<file path="config.mk">
export PLATFORM = sky130hd
export DESIGN_NAME = analog_if_top
export DESIGN_NICKNAME = d
export VERILOG_FILES = /design/src/common/ising_pkg.sv /design/src/analog_rx/analog_rx.sv /design/src/analog_tx/analog_tx.sv /design/src/source/analog_if_top.sv /design/src/source/spin_synchronizer.sv /design/src/source/wb_config_regs.sv
export VERILOG_INCLUDE_DIRS = /design/src /design/src/common
export SDC_FILE = /design/constraint.sdc
export NUM_CORES = 1
export LEC_CHECK = 0
export BUFFER_PORTS_ARGS = -buffer_cell sky130_fd_sc_hd__clkbuf_2
export CAP_MARGIN = 20
export CORE_MARGIN = 3
export CORE_UTILIZATION = 45
export CTS_CLUSTER_DIAMETER = 100
export CTS_CLUSTER_SIZE = 14
export DETAILED_ROUTE_END_ITERATION = 7
export PLACE_DENSITY_LB_ADDON = 0.15
export SYNTH_ARGS = -nofsm -noshare
export SYNTH_HDL_FRONTEND = slang
export SYNTH_SLANG_ARGS = --single-unit
</file>
<file path="constraint.sdc">
create_clock -name clk_i -period 3.1 [get_ports clk_i]
set_input_delay 0.155 -clock clk_i [delete_from_list [all_inputs] [get_ports clk_i]]
set_output_delay 0.155 -clock clk_i [all_outputs]
set_load 0.05 [all_outputs]
</file>
<file path="src/common/ising_params.svh">
/*
 * build constants for the ising analog interface
 * spin vector size, synchronizer stages, wishbone widths
 */
`ifndef ISING_PARAMS_SVH
`define ISING_PARAMS_SVH

// spins per vector handed to the macro
`define ISING_NUM_SPIN 16

// maximum number of synchronizer stages
`define ISING_SYNC_DEPTH 4

// wishbone word address and data widths
`define ISING_WB_AW 4
`define ISING_WB_DW 32

`endif

</file>
<file path="src/common/ising_pkg.sv">
/*
 * shared types for the ising analog interface
 * spin and depth vectors, wishbone request/response structs,
 * receive FSM states and the register map
 */
`include "ising_params.svh"

package ising_pkg;

    // one spin vector
    typedef logic [`ISING_NUM_SPIN-1:0] spin_t;

    // value d selects d+1 synchronizer stages
    typedef logic [$clog2(`ISING_SYNC_DEPTH)-1:0] sync_depth_t;

    typedef logic [`ISING_WB_AW-1:0] wb_addr_t;
    typedef logic [`ISING_WB_DW-1:0] wb_data_t;

    // wishbone classic master to slave
    typedef struct packed {
        logic                     cyc;
        logic                     stb;
        logic                     we;
        wb_addr_t                 adr;
        wb_data_t                 dat;
        logic [`ISING_WB_DW/8-1:0] sel;
    } wb_req_t;

    // wishbone classic slave to master
    typedef struct packed {
        logic     ack;
        wb_data_t dat;
    } wb_rsp_t;

    typedef enum logic {
        RX_IDLE,
        RX_BUSY
    } rx_state_e;

    // word addresses
    localparam wb_addr_t REG_CTRL   = wb_addr_t'(0);
    localparam wb_addr_t REG_DEPTH  = wb_addr_t'(1);
    localparam wb_addr_t REG_STATUS = wb_addr_t'(2);
    localparam wb_addr_t REG_COUNT  = wb_addr_t'(3);

endpackage

</file>
<file path="src/analog_rx/analog_rx.sv">
/*
 * analog receive block
 * takes a spin vector over valid/ready, drives it to the macro
 * with a start pulse and relays the completion pulse
 */
module analog_rx (
    input  logic             clk_i,
    input  logic             reset_i,
    input  logic             en_i,
    input  logic             spin_valid_i,
    output logic             spin_ready_o,
    input  ising_pkg::spin_t spin_i,
    input  logic             tx_idle_i,
    output ising_pkg::spin_t macro_spin_o,
    output logic             macro_start_o,
    input  logic             macro_finish_i,
    output logic             finish_o,
    output logic             busy_o
);
    import ising_pkg::*;

    rx_state_e state_q;
    rx_state_e state_d;
    logic      handshake;
    spin_t     macro_spin_q;
    logic      start_q;
    logic      finish_q;

    // new vector only when idle, enabled and the tx side is free
    assign spin_ready_o = (state_q == RX_IDLE) & en_i & tx_idle_i;
    assign handshake    = spin_valid_i & spin_ready_o;

    always_comb begin
        state_d = state_q;
        case (state_q)
            RX_IDLE: begin
                if (handshake) begin
                    state_d = RX_BUSY;
                end
            end
            RX_BUSY: begin
                if (macro_finish_i) begin
                    state_d = RX_IDLE;
                end
            end
            default: state_d = RX_IDLE;
        endcase
    end

    always_ff @(posedge clk_i) begin
        if (reset_i) begin
            state_q <= RX_IDLE;
        end else begin
            state_q <= state_d;
        end
    end

    // start and relayed finish are single cycle pulses
    always_ff @(posedge clk_i) begin
        if (reset_i) begin
            start_q  <= 1'b0;
            finish_q <= 1'b0;
        end else begin
            start_q  <= handshake;
            finish_q <= macro_finish_i & (state_q == RX_BUSY);
        end
    end

    // macro inputs stay put until the next accepted vector
    always_ff @(posedge clk_i) begin
        if (handshake) begin
            macro_spin_q <= spin_i;
        end
    end

    assign macro_spin_o  = macro_spin_q;
    assign macro_start_o = start_q;
    assign finish_o      = finish_q;
    assign busy_o        = (state_q == RX_BUSY);

    // the macro only completes a run it was started on
    assert property (@(posedge clk_i) disable iff (reset_i)
        macro_finish_i |-> state_q == RX_BUSY)
        else $error("macro finish while receive side idle");

endmodule

</file>
<file path="src/analog_tx/analog_tx.sv">
/*
 * analog transmit block
 * brings the macro result into the clock domain and holds it
 * behind valid/ready, keeps the synchronizer depth setting
 */
module analog_tx (
    input  logic                   clk_i,
    input  logic                   reset_i,
    input  logic                   en_i,
    input  logic                   cfg_we_i,
    input  ising_pkg::sync_depth_t depth_i,
    output ising_pkg::sync_depth_t depth_reg_o,
    input  logic                   finish_i,
    input  ising_pkg::spin_t       spin_i,
    output logic                   spin_valid_o,
    input  logic                   spin_ready_i,
    output ising_pkg::spin_t       spin_o,
    output logic                   idle_o
);
    import ising_pkg::*;

    sync_depth_t depth_q;
    logic        sync_valid;
    spin_t       sync_spin;
    logic        valid_q;
    logic        in_flight_q;
    logic        handshake;
    spin_t       spin_q;

    spin_synchronizer i_spin_sync (
        .clk_i   (clk_i),
        .reset_i (reset_i),
        .en_i    (en_i),
        .data_i  (spin_i),
        .depth_i (depth_q),
        .start_i (finish_i),
        .valid_o (sync_valid),
        .data_o  (sync_spin)
    );

    assign handshake = valid_q & spin_ready_i;

    // depth only changes while enabled
    always_ff @(posedge clk_i) begin
        if (reset_i) begin
            depth_q <= '1;
        end else if (en_i && cfg_we_i) begin
            depth_q <= depth_i;
        end
    end

    // a new result wins over a handshake in the same cycle
    always_ff @(posedge clk_i) begin
        if (reset_i) begin
            valid_q <= 1'b0;
        end else if (sync_valid) begin
            valid_q <= 1'b1;
        end else if (!en_i || handshake) begin
            valid_q <= 1'b0;
        end
    end

    // completion seen but result not yet captured
    always_ff @(posedge clk_i) begin
        if (reset_i) begin
            in_flight_q <= 1'b0;
        end else if (!en_i) begin
            in_flight_q <= 1'b0;
        end else if (finish_i) begin
            in_flight_q <= 1'b1;
        end else if (sync_valid) begin
            in_flight_q <= 1'b0;
        end
    end

    always_ff @(posedge clk_i) begin
        if (sync_valid) begin
            spin_q <= sync_spin;
        end
    end

    assign spin_valid_o = valid_q;
    assign spin_o       = spin_q;
    assign depth_reg_o  = depth_q;

    // not idle from the relayed finish until the result is taken
    assign idle_o = ~(valid_q | in_flight_q | finish_i);

endmodule

</file>
<file path="src/source/analog_if_top.sv">
/*
 * analog interface top level
 * receive block, transmit block and wishbone register block
 */
module analog_if_top (
    input  logic               clk_i,
    input  logic               reset_i,
    input  ising_pkg::wb_req_t wb_req_i,
    output ising_pkg::wb_rsp_t wb_rsp_o,
    input  logic               spin_in_valid_i,
    output logic               spin_in_ready_o,
    input  ising_pkg::spin_t   spin_in_i,
    output ising_pkg::spin_t   macro_spin_o,
    output logic               macro_start_o,
    input  ising_pkg::spin_t   macro_spin_i,
    input  logic               macro_finish_i,
    output logic               spin_out_valid_o,
    input  logic               spin_out_ready_i,
    output ising_pkg::spin_t   spin_out_o
);
    import ising_pkg::*;

    logic        enable;
    logic        depth_we;
    sync_depth_t depth_value;
    sync_depth_t depth_reg;
    logic        tx_idle;
    logic        rx_busy;
    logic        finish;

    analog_rx i_analog_rx (
        .clk_i          (clk_i),
        .reset_i        (reset_i),
        .en_i           (enable),
        .spin_valid_i   (spin_in_valid_i),
        .spin_ready_o   (spin_in_ready_o),
        .spin_i         (spin_in_i),
        .tx_idle_i      (tx_idle),
        .macro_spin_o   (macro_spin_o),
        .macro_start_o  (macro_start_o),
        .macro_finish_i (macro_finish_i),
        .finish_o       (finish),
        .busy_o         (rx_busy)
    );

    // result path back to the digital side
    analog_tx i_analog_tx (
        .clk_i        (clk_i),
        .reset_i      (reset_i),
        .en_i         (enable),
        .cfg_we_i     (depth_we),
        .depth_i      (depth_value),
        .depth_reg_o  (depth_reg),
        .finish_i     (finish),
        .spin_i       (macro_spin_i),
        .spin_valid_o (spin_out_valid_o),
        .spin_ready_i (spin_out_ready_i),
        .spin_o       (spin_out_o),
        .idle_o       (tx_idle)
    );

    wb_config_regs i_wb_config_regs (
        .clk_i       (clk_i),
        .reset_i     (reset_i),
        .wb_req_i    (wb_req_i),
        .wb_rsp_o    (wb_rsp_o),
        .enable_o    (enable),
        .depth_we_o  (depth_we),
        .depth_o     (depth_value),
        .depth_reg_i (depth_reg),
        .tx_idle_i   (tx_idle),
        .rx_busy_i   (rx_busy),
        .out_valid_i (spin_out_valid_o),
        .out_ready_i (spin_out_ready_i)
    );

endmodule

</file>
<file path="src/source/spin_synchronizer.sv">
/*
 * spin synchronizer
 * completion pulse runs through a flop chain, depth_i picks the tap,
 * macro spins are sampled while the pulse is in flight
 */
`include "ising_params.svh"

module spin_synchronizer (
    input  logic                   clk_i,
    input  logic                   reset_i,
    input  logic                   en_i,
    input  ising_pkg::spin_t       data_i,
    input  ising_pkg::sync_depth_t depth_i,
    input  logic                   start_i,
    output logic                   valid_o,
    output ising_pkg::spin_t       data_o
);
    import ising_pkg::*;

    localparam int unsigned num_stages = `ISING_SYNC_DEPTH;

    logic [num_stages-1:0] pulse_q;
    logic                  pending;
    spin_t                 sample_q;

    // pulse entering or travelling down the chain
    assign pending = start_i | (|pulse_q);

    // stage k holds the pulse k+1 cycles after start_i
    always_ff @(posedge clk_i) begin
        if (reset_i) begin
            pulse_q <= '0;
        end else if (!en_i) begin
            pulse_q <= '0;
        end else begin
            pulse_q <= {pulse_q[num_stages-2:0], start_i};
        end
    end

    // sampling stage, macro output is stable from the finish pulse on
    always_ff @(posedge clk_i) begin
        if (en_i && pending) begin
            sample_q <= data_i;
        end
    end

    assign valid_o = en_i & pulse_q[depth_i];
    assign data_o  = sample_q;

    // only one completion pulse may be in the chain at a time
    assert property (@(posedge clk_i) disable iff (reset_i)
        valid_o |=> !valid_o)
        else $error("synchronizer valid held for two cycles");

endmodule

</file>
<file path="src/source/wb_config_regs.sv">
/*
 * wishbone classic register block
 * enable, depth write strobe, status flags and result count
 */
module wb_config_regs (
    input  logic                   clk_i,
    input  logic                   reset_i,
    input  ising_pkg::wb_req_t     wb_req_i,
    output ising_pkg::wb_rsp_t     wb_rsp_o,
    output logic                   enable_o,
    output logic                   depth_we_o,
    output ising_pkg::sync_depth_t depth_o,
    input  ising_pkg::sync_depth_t depth_reg_i,
    input  logic                   tx_idle_i,
    input  logic                   rx_busy_i,
    input  logic                   out_valid_i,
    input  logic                   out_ready_i
);
    import ising_pkg::*;

    logic        access;
    logic        wr;
    logic        wr_low;
    logic        ack_q;
    logic        enable_q;
    logic        depth_we_q;
    sync_depth_t depth_q;
    wb_data_t    count_q;
    wb_data_t    rdata;
    wb_data_t    rdata_q;

    // one access per strobe, the guard keeps ack to a single cycle
    assign access = wb_req_i.cyc & wb_req_i.stb & ~ack_q;
    assign wr     = access & wb_req_i.we;
    assign wr_low = wr & wb_req_i.sel[0];

    always_ff @(posedge clk_i) begin
        if (reset_i) begin
            ack_q <= 1'b0;
        end else begin
            ack_q <= access;
        end
    end

    always_ff @(posedge clk_i) begin
        if (reset_i) begin
            enable_q <= 1'b0;
        end else if (wr_low && wb_req_i.adr == REG_CTRL) begin
            enable_q <= wb_req_i.dat[0];
        end
    end

    // depth itself lives in the tx block
    always_ff @(posedge clk_i) begin
        if (reset_i) begin
            depth_we_q <= 1'b0;
        end else begin
            depth_we_q <= wr_low && (wb_req_i.adr == REG_DEPTH);
        end
    end

    always_ff @(posedge clk_i) begin
        if (wr_low && wb_req_i.adr == REG_DEPTH) begin
            depth_q <= sync_depth_t'(wb_req_i.dat);
        end
    end

    // completed result handshakes, any write clears
    always_ff @(posedge clk_i) begin
        if (reset_i) begin
            count_q <= '0;
        end else if (wr && wb_req_i.adr == REG_COUNT) begin
            count_q <= '0;
        end else if (out_valid_i && out_ready_i) begin
            count_q <= count_q + 1'b1;
        end
    end

    always_comb begin
        rdata = '0;
        case (wb_req_i.adr)
            REG_CTRL:   rdata[0] = enable_q;
            REG_DEPTH:  rdata = wb_data_t'(depth_reg_i);
            REG_STATUS: begin
                rdata[0] = tx_idle_i;
                rdata[1] = rx_busy_i;
            end
            REG_COUNT:  rdata = count_q;
            default:    rdata = '0;
        endcase
    end

    always_ff @(posedge clk_i) begin
        if (access && !wb_req_i.we) begin
            rdata_q <= rdata;
        end
    end

    assign wb_rsp_o.ack = ack_q;
    assign wb_rsp_o.dat = rdata_q;
    assign enable_o     = enable_q;
    assign depth_we_o   = depth_we_q;
    assign depth_o      = depth_q;

    // master keeps the cycle open until it sees ack
    assert property (@(posedge clk_i) disable iff (reset_i)
        wb_rsp_o.ack |-> wb_req_i.cyc && wb_req_i.stb)
        else $error("wishbone ack without cyc and stb");

endmodule

</file>
==> flow_metrics.tcl <==
set metrics [dict create \
    netSwitchingFraction_pct 18.6 \
    power_density_mw_per_mm2 633 \
    slew_violations 0 \
    initial_core_util_pct 46.6 \
    critical_path_class "reg2reg" \
    cts_buffer_depth 2 \
    clock-sinks 128 \
    crit-reg2reg-launch "i_analog_tx.spin_valid_o" \
    synth_warnings 0 \
    cts-hold-fix-buffers 45 \
    cts_htree_levels 4 \
    mostFrequentLayoutCell "clkbuf_2" \
    vias_per_cell 5.07 \
    timing.final.hold_violations 0 \
    post_cts_resize_count 0 \
    met1Wirelength_um 4630 \
    setup_total_negative_slack_ns 0 \
    maximum_number_of_pins_on_one_net_before_global_route_repair 33 \
    switching_power_mw 0.786 \
    dr.first_iter.drc_count 110 \
    worst-path-buf-inv 0 \
    clockPowerShare_pct 52.5 \
    mostFrequentLayoutCells "114 x clkbuf_2, 82 x edfxtp_1, 46 x dfxtp_1" \
    fmax_mhz 488 \
    die_y_um 110 \
    areaGrowthSynthToFinish_pct 38.1 \
    worst-r2r-setup-slack_ns 1.05 \
    synth.net_count 440 \
    worstSetupStartpoint "i_analog_tx.spin_valid_o" \
    pin_count 148 \
    die_w_um 110 \
    tritoncts "done" \
    timing.critical_path.slowest_cell_delay_ns 0.65 \
    route.met3.wl_um 637 \
    worst_ep_arrival_time_ns 2.49 \
    grt.total_usage_pct 18.4 \
    cpLargestDelayFamily "simple AND/OR/NAND/NOR gates" \
    synth_edf_count 82 \
    cts.clk_slew.worst_paths_ns 0.06 \
    worstSetupEndpointType "register" \
    clock_insertion_delay_worst_skew_ns 0.51 \
    firstDrtPassIters 4 \
    routedWlPerCell_um 15.1 \
    gpl.final_weighted_congestion 0.727 \
    top_layer "met4" \
    synth_compound_gate_area_share_pct 5.75 \
    seq_power_share_pct 43.2 \
    outcome "completed" \
    layout_min_cycle_time_ns 2.05 \
    timing.max_slew.rel_slack_pct 51.6 \
    critPathSlowestCell "or4_4" \
    wl_um 10200 \
    grt_first_pass_wirelength_um 16700 \
    seq_area_frac_synth_pct 70.0 \
    internal-power_mw 3.44 \
    avgSynthCellArea_um2 13.5 \
    total_leakage_power_nw 2.50 \
    num_antenna_cells 0 \
    postCtsSetupRepairBufs 0 \
    post-route-cell-area_mm2 0.00668 \
    grt_pass1_vias 3332 \
    worstSetupStartpointType "register" \
    postSynthCellCount 359 \
    asyncSetResetFlopFracSynth_pct 0 \
    tightestPinTransition_ns 0.727 \
    grt_antenna_before_repair 0 \
    synth_mux_area_share_pct 1.79 \
    io_buffers 114 \
    globalRoute.totalOverflow 0 \
    floorplan.die_area_mm2 0.0120 \
    synth_top_family_by_area "simple AND/OR/NAND/NOR gates" \
    place_hpwl_um 6580 \
    hold_path.class "in2reg" \
    maximum_resistive_drop_on_vdd_mv 0.284 \
    adder_cell_share_of_the_synthesized_area_pct 0.259 \
    netlist-cell-type-count 39 \
    synthesis.area_mm2 0.00483 \
    rows 37 \
    postSynth.topFlopCell "edfxtp_1" \
    drc_errors 0 \
    worst_hold_startpoint "wb_req_i[39]" \
    dp_cells 599 \
    tritoncts.num_buffers 17 \
    fin_worst_setup_slack_ns 1.05 \
    cell_area_after_placement_mm2 0.00556 \
    num_vias 3429 \
    finalNonFillerCells 676 \
    dr_wl_met2_um 4770 \
    post_route_cells_drive_above_1_share_pct 28.7 \
    post_synth_and_or_nand_nor_area_fraction_pct 18.5 \
    critical_path_peak_fanout 12 \
    timing.clock.skew_ns 0.00635 \
    num-nets-final 608 \
    cap_violations 0 \
    cp.required_ns 3.54 \
    pwr-share-comb_pct 4.3 \
    synth_area_in_xor_xnor_pct 2.17 \
    dp_slack_ns 1.06 \
    ctsRootBufferMaster "clkbuf_8" \
    crit_path_cell_trace "nand3_2, or4_4, or4_1, a21oi_1" \
    postRouteAntennaNets 0 \
    unrepaired_setup_endpoints_after_global_routing "no" \
    finalCritPeriodShare_pct 66.2 \
    setup_violation_total_in_the_final_timing_report 0 \
    core-area_mm2 0.0104 \
    yosys_register_bits 128 \
]
## power by group through the flow
stage | sequential, mW | combinational (mW) | clock (mW)
2_1_floorplan | 1.91 | 0.0250 | 0
3_3_place_gp | 1.86 | 0.135 | 0
3_5_place_dp | 1.86 | 0.137 | 0
4_1_cts | 1.83 | 0.181 | 2.26
5_1_grt | 1.83 | 0.192 | 2.34
6_report | 1.83 | 0.180 | 2.22
## metrics by stage
| step | util (%) | total power [mW] | hold WS [ns] |
|---|---|---|---|
| floorplan | - | 1.94 | 0.254 |
| global placement | 53.6 | 1.99 | 0.332 |
| detailed placement | 53.6 | 2.00 | 0.334 |
| CTS | 64.4 | 4.27 | 0.119 |
| global route | 64.4 | 4.36 | 0.142 |
| finish | 64.4 | 4.22 | 0.144 |
## final cells by class
type / instances / area, um^2
fill: 802 / 3690
clock buffer: 20 / 425
inverter: 2 / 7.51
timing repair buffer: 164 / 1060
tap: 136 / 170
multi-input combinational: 214 / 1390
sequential: 128 / 3380
clock inverter: 12 / 238
## cells in the mapped netlist (2+ instances only)
master | count | area (um^2)
o31ai_1 | 15 | 113
edfxtp_1 | 82 | 2460
inv_1 | 2 | 7.51
o21ai_0 | 2 | 10.0
and4_1 | 7 | 61.3
nor2b_1 | 5 | 31.3
xor2_1 | 7 | 61.3
xnor2_1 | 5 | 43.8
clkbuf_1 | 13 | 48.8
o21a_1 | 3 | 22.5
nand4_1 | 11 | 68.8
mux4_2 | 2 | 45.0
nand2_1 | 17 | 63.8
a211o_1 | 2 | 17.5
or3_1 | 2 | 12.5
and3_1 | 6 | 37.5
or4_1 | 16 | 120
nand3_1 | 12 | 60.1
nor4_1 | 3 | 18.8
nand2b_1 | 3 | 18.8
dfxtp_1 | 46 | 921
nor3_1 | 6 | 30.0
a21oi_1 | 20 | 100
and2_1 | 37 | 231
nor2_1 | 18 | 67.6
and3b_1 | 2 | 17.5
mux2i_1 | 3 | 30.0
## path summary, 6_finish.rpt
check / cells past startpoint / endpoint
worst max-delay path: 4 / i_wb_config_regs.count_q[27]
worst min-delay path: 3 / i_wb_config_regs.rdata_q[0]
worst max register to register: 4 / i_wb_config_regs.count_q[27]
worst min register to register: 0 / i_analog_tx.spin_o[8]
## flip-flops by register name, summed over array words and instances, names as in the netlist
register and count:
i_wb_config_regs.count_q 32, i_wb_config_regs.rdata_q 32, i_analog_rx.macro_spin_o 16, i_analog_tx.i_spin_sync.data_o 16, i_analog_tx.spin_o 16, i_analog_tx.i_spin_sync.pulse_q 4
i_analog_tx.depth_reg_o 2, i_wb_config_regs.depth_o 2, i_analog_rx.busy_o 1, i_analog_rx.finish_o 1, i_analog_rx.macro_start_o 1, i_analog_tx.in_flight_q 1
i_analog_tx.spin_valid_o 1, i_wb_config_regs.ack_q 1, i_wb_config_regs.depth_we_o 1, i_wb_config_regs.enable_o 1
## per-layer routing
| layer | vias to the layer above | global-route usage, % |
|---|---|---|
| li1 | 1698 | - |
| met1 | 1600 | 23.4 |
| met2 | 111 | 29.1 |
| met3 | 20 | 5.75 |
| met4 | 0 | 7.84 |
| met5 | - | 0 |
## cell families after synthesis
family	after synthesis
buffers and inverters	17
adder cells (fa/ha/maj)	1
flip-flops	128
AO/OA/AOI/OAI	44
AND/OR/NAND/NOR	151
XOR/XNOR	12
multiplexers	6
## worst reg2reg max path: cells and delay by family (launching register included)
kind | cells | cell delay [ns]
simple gates | 3 | 1.35
flops | 1 | 0.48
compound gates | 1 | 0.15
(Power assumes the default switching activity.)
